$ cat src/zx_config.svh
//////////////////////////////////////////////////////////////////////
// memory paging core configuration
// port addresses, window count and bus widths
//////////////////////////////////////////////////////////////////////

`ifndef ZX_CONFIG_SVH
`define ZX_CONFIG_SVH

// 16 KB address windows in the Z80 space
`define ZX_WINDOWS      4

// page numbers and mapped address widths
`define ZX_PAGE_W       8
`define ZX_ROMPG_W      5
`define ZX_RAMADDR_W    22

// 128K paging port, full decode
`define ZX_PORT_7FFD    16'h7FFD

// pager enable and window pager ports, low byte
`define ZX_PORT_77      8'h77
`define ZX_PORT_F7      8'hF7

// address bits 13..8 of the window pager port
`define ZX_F7_MID       6'h3F

// opcode fetch from this high byte enters DOS
`define ZX_DOS_TRAP_HI  8'h3D

`endif

$ cat src/zx_pkg.sv
//////////////////////////////////////////////////////////////////////
// memory paging core types
//////////////////////////////////////////////////////////////////////

`include "zx_config.svh"

package zx_pkg;

	typedef logic [15:0]                      zaddr_t;
	typedef logic [7:0]                       zdata_t;
	typedef logic [`ZX_PAGE_W-1:0]            page_t;
	typedef logic [`ZX_ROMPG_W-1:0]           rompg_t;
	typedef logic [`ZX_RAMADDR_W-1:0]         ramaddr_t;
	typedef logic [$clog2(`ZX_WINDOWS)-1:0]   win_t;

	// z80 bus, strobes are one fclk cycle wide
	typedef struct packed {
		zaddr_t a;
		zdata_t d;
		logic   io_wr;
		logic   mem_req;
		logic   m1;
	} zbus_t;

	// one window mapping, romnram set means ROM
	typedef struct packed {
		logic  romnram;
		page_t page;
	} win_map_t;

	// 7FFD register contents
	typedef struct packed {
		logic [2:0] bank;
		logic       rom_sel;
		logic       lock;
	} pent_cfg_t;

	// window pager port write
	typedef struct packed {
		logic   stb;
		win_t   win;
		zdata_t data;
	} atm_wr_t;

	// decoded memory cycle
	typedef struct packed {
		logic     csrom;
		rompg_t   rom_page;
		ramaddr_t ram_addr;
	} mem_sel_t;

	typedef enum logic {
		DOS_OFF,
		DOS_ON
	} dos_state_t;

endpackage

$ cat src/zports.sv
//////////////////////////////////////////////////////////////////////
// z80 port writes: 7FFD paging register with lock, pager enable
// bit and window pager port forwarding
//////////////////////////////////////////////////////////////////////

`timescale 1ns/100ps

`include "zx_config.svh"

module zports
(
	input  logic              fclk,
	input  logic              reset,

	input  zx_pkg::zbus_t     bus,

	output zx_pkg::pent_cfg_t pent_cfg,
	output logic              pager_on,
	output zx_pkg::atm_wr_t   atm_wr
);

	import zx_pkg::*;

	logic      hit_7ffd;
	logic      hit_77;
	logic      hit_f7;
	pent_cfg_t cfg_d;
	win_t      f7_win;

	//////////////////////////////////////////////////////////////////////
	// address decode
	//////////////////////////////////////////////////////////////////////

	// full 16-bit match for the 128K port
	assign hit_7ffd = bus.io_wr && (bus.a == `ZX_PORT_7FFD);

	assign hit_77 = bus.io_wr && (bus.a[7:0] == `ZX_PORT_77);

	// pager port also needs the middle address bits set,
	// the top two pick the window
	assign hit_f7 = bus.io_wr && (bus.a[7:0] == `ZX_PORT_F7) &&
		(bus.a[13:8] == `ZX_F7_MID);

	assign f7_win = bus.a[15:14];

	//////////////////////////////////////////////////////////////////////
	// 7FFD and 77 registers
	//////////////////////////////////////////////////////////////////////

	// bank in bits 2:0, rom select in bit 4, lock in bit 5
	always_comb
	begin
		cfg_d.bank    = bus.d[2:0];
		cfg_d.rom_sel = bus.d[4];
		cfg_d.lock    = bus.d[5];
	end

	always_ff @(posedge fclk)
	begin
		if (reset)
		begin
			pent_cfg <= '0;
			pager_on <= 1'b0;
		end
		else
		begin
			// once locked, only reset reopens the port
			if (hit_7ffd && !pent_cfg.lock)
				pent_cfg <= cfg_d;

			if (hit_77)
				pager_on <= bus.d[0];
		end
	end

	//////////////////////////////////////////////////////////////////////
	// window pager write strobe
	//////////////////////////////////////////////////////////////////////

	// io_wr is a single cycle, so the strobe is too
	always_comb
	begin
		atm_wr.stb  = hit_f7;
		atm_wr.win  = f7_win;
		atm_wr.data = bus.d;
	end

endmodule

$ cat src/atm_pager.sv
//////////////////////////////////////////////////////////////////////
// one 16 KB window pager: page register, fixed 128K fallback and
// DOS entry/exit detection on opcode fetches
//////////////////////////////////////////////////////////////////////

`timescale 1ns/100ps

`include "zx_config.svh"

module atm_pager
#(
	parameter int WINDOW = 0
)
(
	input  logic               fclk,
	input  logic               reset,

	input  zx_pkg::zbus_t      bus,
	input  zx_pkg::pent_cfg_t  pent_cfg,
	input  logic               pager_on,
	input  logic               dos,
	input  zx_pkg::atm_wr_t    atm_wr,

	output zx_pkg::win_map_t   win_map,
	output logic               dos_turn_on,
	output logic               dos_turn_off
);

	import zx_pkg::*;

	win_map_t map_reg;
	win_map_t fixed_map;
	logic     in_window;

	//////////////////////////////////////////////////////////////////////
	// page register
	//////////////////////////////////////////////////////////////////////

	always_ff @(posedge fclk)
	begin
		if (reset)
			map_reg <= '0;
		else if (atm_wr.stb && (atm_wr.win == win_t'(WINDOW)))
		begin
			// bit 7 selects ROM, page in 5..0
			map_reg.romnram <= atm_wr.data[7];
			map_reg.page    <= page_t'(atm_wr.data[5:0]);
		end
	end

	//////////////////////////////////////////////////////////////////////
	// 128K layout when the pager is off
	//////////////////////////////////////////////////////////////////////

	always_comb
	begin
		fixed_map = '0;
		case (WINDOW)
			0:
			begin
				// basic ROM pair, DOS clears bit 1
				fixed_map.romnram = 1'b1;
				fixed_map.page    = page_t'({~dos, pent_cfg.rom_sel});
			end
			1:
				fixed_map.page = page_t'(5);
			2:
				fixed_map.page = page_t'(2);
			default:
				fixed_map.page = page_t'(pent_cfg.bank);
		endcase
	end

	assign win_map = pager_on ? map_reg : fixed_map;

	//////////////////////////////////////////////////////////////////////
	// DOS turn requests
	//////////////////////////////////////////////////////////////////////

	// opcode fetch landing in this window
	assign in_window = bus.mem_req && bus.m1 && (bus.a[15:14] == win_t'(WINDOW));

	// enter from the basic ROM at 3Dxx
	assign dos_turn_on = in_window && win_map.romnram && win_map.page[0] &&
		(bus.a[15:8] == `ZX_DOS_TRAP_HI);

	// any fetch from RAM leaves DOS
	assign dos_turn_off = in_window && !win_map.romnram;

endmodule

$ cat src/zdos.sv
//////////////////////////////////////////////////////////////////////
// DOS ROM switch, set and cleared by the window pagers
//////////////////////////////////////////////////////////////////////

`timescale 1ns/100ps

`include "zx_config.svh"

module zdos
(
	input  logic                   fclk,
	input  logic                   reset,

	input  logic [`ZX_WINDOWS-1:0] turn_on,
	input  logic [`ZX_WINDOWS-1:0] turn_off,

	output logic                   dos
);

	import zx_pkg::*;

	dos_state_t state;
	dos_state_t state_nx;

	always_comb
	begin
		state_nx = state;
		case (state)
			DOS_OFF:
				if (|turn_on)
					state_nx = DOS_ON;
			DOS_ON:
				if (|turn_off)
					state_nx = DOS_OFF;
			default:
				state_nx = DOS_OFF;
		endcase
	end

	always_ff @(posedge fclk)
	begin
		if (reset)
			state <= DOS_OFF;
		else
			state <= state_nx;
	end

	assign dos = (state == DOS_ON);

endmodule

$ cat src/zmem.sv
//////////////////////////////////////////////////////////////////////
// memory decoder: picks the addressed window and registers the
// ROM page or RAM byte address with a valid strobe
//////////////////////////////////////////////////////////////////////

`timescale 1ns/100ps

`include "zx_config.svh"

module zmem
(
	input  logic                                fclk,
	input  logic                                reset,

	input  zx_pkg::zbus_t                       bus,
	input  zx_pkg::win_map_t [`ZX_WINDOWS-1:0]  win_maps,

	output logic                                map_valid,
	output zx_pkg::mem_sel_t                    map_out
);

	import zx_pkg::*;

	win_t     win_idx;
	win_map_t cur_map;
	mem_sel_t sel_d;

	//////////////////////////////////////////////////////////////////////
	// window select and address forming
	//////////////////////////////////////////////////////////////////////

	assign win_idx = bus.a[15:14];
	assign cur_map = win_maps[win_idx];

	always_comb
	begin
		if (cur_map.romnram)
		begin
			sel_d.csrom    = 1'b1;
			sel_d.rom_page = cur_map.page[`ZX_ROMPG_W-1:0];
			sel_d.ram_addr = '0;
		end
		else
		begin
			// page on top of the 14-bit window offset
			sel_d.csrom    = 1'b0;
			sel_d.rom_page = '0;
			sel_d.ram_addr = {cur_map.page, bus.a[13:0]};
		end
	end

	//////////////////////////////////////////////////////////////////////
	// output register
	//////////////////////////////////////////////////////////////////////

	// one result per request, back-to-back allowed
	always_ff @(posedge fclk)
	begin
		if (reset)
		begin
			map_valid <= 1'b0;
			map_out   <= '0;
		end
		else
		begin
			map_valid <= bus.mem_req;
			if (bus.mem_req)
				map_out <= sel_d;
		end
	end

endmodule

$ cat src/zx_memmap_top.sv
//////////////////////////////////////////////////////////////////////
// Z80 memory paging core top level
//////////////////////////////////////////////////////////////////////

`timescale 1ns/100ps

`include "zx_config.svh"

module zx_memmap_top
(
	input  logic             fclk,
	input  logic             reset,

	input  zx_pkg::zbus_t    bus,

	output logic             map_valid,
	output zx_pkg::mem_sel_t map_out,
	output logic             dos
);

	import zx_pkg::*;

	pent_cfg_t                    pent_cfg;
	logic                         pager_on;
	atm_wr_t                      atm_wr;
	win_map_t [`ZX_WINDOWS-1:0]   win_maps;
	logic [`ZX_WINDOWS-1:0]       dos_turn_on;
	logic [`ZX_WINDOWS-1:0]       dos_turn_off;

	zports zports_i
	(
		.fclk    (fclk    ),
		.reset   (reset   ),
		.bus     (bus     ),
		.pent_cfg(pent_cfg),
		.pager_on(pager_on),
		.atm_wr  (atm_wr  )
	);

	// one pager per window
	for (genvar i = 0; i < `ZX_WINDOWS; i++)
	begin : gen_pager
		atm_pager #(.WINDOW(i)) pager_i
		(
			.fclk        (fclk           ),
			.reset       (reset          ),
			.bus         (bus            ),
			.pent_cfg    (pent_cfg       ),
			.pager_on    (pager_on       ),
			.dos         (dos            ),
			.atm_wr      (atm_wr         ),
			.win_map     (win_maps[i]    ),
			.dos_turn_on (dos_turn_on[i] ),
			.dos_turn_off(dos_turn_off[i])
		);
	end

	zdos zdos_i
	(
		.fclk    (fclk        ),
		.reset   (reset       ),
		.turn_on (dos_turn_on ),
		.turn_off(dos_turn_off),
		.dos     (dos         )
	);

	zmem zmem_i
	(
		.fclk     (fclk     ),
		.reset    (reset    ),
		.bus      (bus      ),
		.win_maps (win_maps ),
		.map_valid(map_valid),
		.map_out  (map_out  )
	);

endmodule

$ cat config.mk
export PLATFORM = sky130hd
export DESIGN_NAME = zx_memmap_top
export DESIGN_NICKNAME = d
export VERILOG_FILES = /design/src/zx_pkg.sv /design/src/zports.sv /design/src/atm_pager.sv /design/src/zdos.sv /design/src/zmem.sv /design/src/zx_memmap_top.sv
export VERILOG_INCLUDE_DIRS = /design/src /design/src/src
export SDC_FILE = /design/constraint.sdc
export NUM_CORES = 1
export LEC_CHECK = 0
export ABC_AREA = 1
export BUFFER_PORTS_ARGS = -buffer_cell sky130_fd_sc_hd__buf_4
export CORE_ASPECT_RATIO = 0.6
export CORE_UTILIZATION = 55
export DETAILED_ROUTE_END_ITERATION = 8
export MAX_ROUTING_LAYER = met4
export PLACE_DENSITY_LB_ADDON = 0.05
export SLEW_MARGIN = 20
export SYNTH_ARGS = -nofsm -noshare
export SYNTH_HDL_FRONTEND = slang
export SYNTH_SLANG_ARGS = --single-unit
$ cat constraint.sdc
create_clock -name fclk -period 3.9 [get_ports fclk]
set_clock_uncertainty 0.2 [all_clocks]
set_input_delay 0.195 -clock fclk [delete_from_list [all_inputs] [get_ports fclk]]
set_output_delay 0.195 -clock fclk [all_outputs]
set_load 0.01 [all_outputs]
# After elaboration in Yosys (flattened, before gate mapping)
# Index checks and enable logic that the tools add are counted.
totals:
  input_bits: 29
  wordCells: 75
  register_bits: 64
classes:
  n_lt_le_gt_ge: 1
  n_reduce_logical: 38
  bitwise: 1
  n_eq_ne: 8
  muxes: 10
ops:
  columns: ["operator", "count"]
  rows:
  - ["9-bit two-way mux", 5]
  - ["1-bit logical AND", 30]
  - ["28-bit two-way mux", 1]
  - ["9-bit binary-select mux with 2-bit select", 1]
  - ["16-bit by 15-bit == test with 1-bit output (second input constant)", 1]
  - ["8-bit by 6-bit == test with 1-bit output (second input constant)", 1]
  - ["8-bit by 7-bit == test with 1-bit output (second input constant)", 1]
  - ["8-bit == test (second input constant)", 1]
  - ["4-bit OR reduction", 2]
  - ["6-bit == test (second input constant)", 1]
  - ["1-bit logical NOT", 5]
  - ["2-bit == test (second input constant)", 2]
  - ["2-bit by 3-bit < comparator with 1-bit output (second input constant)", 1]
  - ["2-bit by 1-bit == test with 1-bit output (second input constant)", 1]
  - ["2-bit logical NOT", 1]
  - ["1-bit two-way mux", 2]
  - ["1-bit one-hot mux with 2 select lines", 1]
  - ["1-bit inverter", 1]

# Longest topological paths before layout
depth:
  ltp_word: 8
  mapped_depth: 10
  ltp_nobuf: 9

# Cells and area by module
# A second synthesis with hierarchy kept.
unflattened:
  cells_unflattened: 597
  hier_area_um2: 3915.0
by_module_without_submodules:
  columns: ["mod", "cells_per_inst", "n_inst", "area_each_um2"]
  rows:
  - ["zmem", 233, 1, 1690.4]
  - ["zports", 76, 1, 498.0]
  - ["atm_pager (gen_pager[0].pager_i)", 81, 1, 480.5]
  - ["atm_pager (gen_pager[2].pager_i)", 66, 1, 396.6]
  - ["atm_pager (gen_pager[3].pager_i)", 66, 1, 394.1]
  - ["atm_pager (gen_pager[1].pager_i)", 65, 1, 392.9]
  - ["zdos", 10, 1, 62.6]

# Worst setup path before layout
# No wires, ideal clock.
synth_path:
  path_type: "register to register"
  start: "register zports_i.pager_on"
  end: "register zmem_i.map_out[15] (netlist name)"
  setup_ns: 0.068
  path_slack_ns: 2.381
  arrival_ns: 1.251
  n_path_buf: 2
  required_ns: 3.632
  period_less_slack_ns: 1.519
  stages_incl_launch_ff: 11
  path_cell_list: "dfxtp_1 buf_2 inv_2 nor2_1 nand2_1 nand2_1 nor2_4 nor2_8 buf_8 nand2_2 a21oi_2"
synth_between:
  elab_chain_len: 4
synth_rtl:
  columns: ["element", "line", "text"]
  rows:
  - ["start: declaration", "zports.sv:18", "output logic pager_on,"]
  - ["start signal: assignment", "zports.sv:72", "pager_on <= bus.d[0];"]
  - ["9-bit two-way mux", "atm_pager.sv:74", "assign win_map = pager_on ? map_reg : fixed_map;"]
  - ["9-bit binary-select mux with 2-bit select *", "zmem.sv:33", "assign cur_map = win_maps[win_idx];"]
  - ["9-bit two-way mux (implied by the code) *", "zmem.sv:33", null]
  - ["28-bit two-way mux *", "zmem.sv:37", "if (cur_map.romnram)"]
# Every way passes the cells marked *; elsewhere a longest branch is shown, timed or not. The select of a mux whose other input is x is not followed.
# A chain may end at the register's enable or synchronous reset.

# Final worst setup path
layout_path:
  start: "input port bus[24] (netlist bit)"
  end: "register gen_pager[2].pager_i.map_reg[1] (netlist bit)"
layout_between:
  elab_chain_len: 3
layout_rtl:
  columns: ["element", "line", "text"]
  rows:
  - ["start: declaration", "zx_memmap_top.sv:14", "input zx_pkg::zbus_t bus,"]
  - ["6-bit == test (no source line)", null, null]
  - ["1-bit logical AND", "zports.sv:41", "assign hit_f7 = bus.io_wr && (bus.a[7:0] == `ZX_PORT_F7) &&"]
  - ["1-bit logical AND", "atm_pager.sv:43", "else if (atm_wr.stb && (atm_wr.win == win_t'(WINDOW)))"]
  - ["end: declaration", "atm_pager.sv:31", "win_map_t map_reg;"]
# Every way passes these cells.

==> qor.csv <==
stage;metric;value;unit
outcome;outcome;completed;
layout;max reg flops;28;
power;pwr dens;342;nW/µm²
detailed_routing;routed length per instance;13.7;µm
die;Die W;99.0;µm
timing;Max Freq;403;MHz
global_route;GRT Total Usage;0.307;
timing;Fin. Hold Viols;0;
layout;# diodes;0;
detailed_routing;antenna-violating nets left;0;
detailed_routing;final wirelength;8350;µm
timing;Final min period;2.48;ns
layout;layout net count;566;
yosys;Post-synth top cells;153 x nand2_1, 89 x nor2_1, 62 x dfxtp_1;
yosys;Syn Area/Cell;6.56;µm²
layout;area grow syn2layout;23.8;%
worst_setup_path;CP Class;input port to flop;
placed_design;Routability Congestion;0.840;
timing;number of setup violations in the final report;0;
placed_design;input/output buffers;55;
yosys;Synth top area share;0.399;
power;maximum vdd drop;0.245;mV
yosys;top post-synthesis cells by area;dfxtp_1 40%, nand2_1 18%, nor2_1 11%, nand4_1 6.4%, inv_1 3.6%;
yosys;Yosys reg bits;62;
global_route;first-pass GRT wire length;13300;µm
worst_setup_path;crit start category;input port;
timing;unrepaired setup endpoints after global routing;false;
worst_setup_path;Worst Path Arrival;2.56;ns
yosys;Seq/Total Area, Yosys;0.399;
yosys;Netlist cell types;25;
global_route;vias in the first global route;2780;
job;max cap viols;0;
clock_tree;Clock transition at path regs;0.07;ns
yosys;async set-reset flop share out of synthesis;0;
detailed_routing;Via-to-Cell Ratio;5.38;
worst_setup_path;worst-path maximum fanout;29;
die;Starting Density;0.591;
hold_path;Hold Path Class;input port to flop;
placed_design;Post-DP HPWL;5350;µm
detailed_routing;Initial DRC Count;209;
worst_setup_path;worst path required time;3.97;ns
layout;fillcell total;447;
die;Core ar.;5260;µm²
clock_tree;CTS root buf;clkbuf_8;
yosys;Post-Syn Area;3110;µm²
timing;max-slew violation count;0;
global_route;initial antenna violation count;0;
die;I/O pin cnt;59;
detailed_routing;Pre-antenna DRT Iters;6;
die;die area;5970;µm²
clock_tree;H-tree level count;3;
detailed_routing;total number of vias;3268;
clock_tree;TritonCTS Sinks;62;
die;Core Rows;20;
yosys;Synth Flop Type;dfxtp_1;
global_route;largest net degree at the start of global routing;35;
power;Leak;0.00175;µW
worst_setup_path;CP Capture Type;flop;
yosys;Post-synth EDFFs;0;
layout;share of cells above drive strength 1;0.192;
worst_setup_path;reg-to-reg slack, setup;1.87;ns
clock_tree;CTS tree;built;
global_route;Overflow after GRT;0;
yosys;Ys Warns;0;
clock_tree;Max clock buf depth;2;
timing;Slew HR;0.340;
yosys;Post-Syn Instances;474;
timing;hold slack;0.0416;ns
timing;setup_tns;0;ns
timing;Least-Margin Pin Slew;0.988;ns
yosys;Synth area leader;dfxtp_1;
timing;period utilization;0.637;
clock_tree;Num CTS Buffers;9;
detailed_routing;# DRC;0;
clock_tree;worst skew pair latency;0.35;ns
die;Die Y-Extent;60.2;µm
yosys;top-count cell post-synth;nand2_1;
## critical path: stages
cell and delay [ns]:
dlygate4sd3_1 0.53, buf_4 0.11, nand2_1 0.08, nor2_1 0.20, nand2_1 0.09, nor2_1 0.13
buf_4 0.32, nand2_1 0.20, nor2_1 0.48, nor2_1 0.09, nor2_1 0.12
## cells by family (layout without fill, tap and decap cells)
| kind of cell | Yosys count | in the layout | synth area share |
|---|---|---|---|
| simple gates | 315 | 315 | 0.444 |
| flops | 62 | 62 | 0.399 |
| compound gates | 33 | 33 | 0.0640 |
| other cells | 1 | 2 | 0.00121 |
| buf+inv | 63 | 130 | 0.0918 |
## where the power goes
group,internal (µW),switching (µW)
Clock,228,256
Combinational,73.6,105
Sequential,646,6.65
## cells in the final DEF (no fill, tap or decap), types with 10 or more instances in the layout
| cell | instances |
|---|---|
| nand2_2 | 10 |
| a21oi_1 | 17 |
| nand3_1 | 16 |
| nor2_1 | 89 |
| nand2_1 | 153 |
| dfxtp_1 | 62 |
| inv_1 | 30 |
| buf_4 | 58 |
| dlygate4sd3_1 | 20 |
| nand4_1 | 32 |
## repair_timing
item | in CTS | in global routing
gates resized for setup | 0 | 0
endpoints found under the hold margin | 22 | 0
hold buffers | 20 | 0
buffers inserted | 0 | 0
## path summary, 6_finish.rpt
path                startpoint                              end  cells after the start
max                    bus[24]  gen_pager[2].pager_i.map_reg[1]                     11
min                      reset                zmem_i.map_out[9]                      2
max reg2reg  zports_i.pager_on                zmem_i.map_out[7]                      9
min reg2reg  zmem_i.map_out[2]                zmem_i.map_out[2]                      2
## area by class of cell
cell class,instances,area [µm²],share of cell area
Sequential cell,62,1240,0.323
Inverter,36,135,0.0351
Clock inverter,6,38.8,0.0101
Tap cell,66,82.6,0.0215
Multi-Input combinational cell,350,1590,0.412
Clock buffer,10,128,0.0332
Timing Repair Buffer,78,636,0.165
## routing by layer
| metal | part of all wire | up-vias | track usage |
|---|---|---|---|
| li1 | - | 1622 | - |
| met1 | 0.45 | 1446 | 0.407 |
| met2 | 0.44 | 177 | 0.446 |
| met3 | 0.088 | 23 | 0.0865 |
| met4 | 0.017 | 0 | 0.113 |
| met5 | 0 | - | - |
## stage by stage
stage | setup WS, ns | instance area (µm²) | total power, µW | utilization | instances
final | 1.42 | 3850 | 1310 | 0.732 | 608
after global routing | 1.30 | 3850 | 1370 | 0.732 | 608
after CTS | 1.56 | 3850 | 1320 | 0.732 | 608
after detailed placement | 1.76 | 3480 | 826 | 0.662 | 572
after global placement | 1.79 | 3480 | 824 | 0.662 | 572
after floorplan | 2.38 | 3110 | 766 | - | 475
No activity file was read; power rests on OpenSTA's default activity.
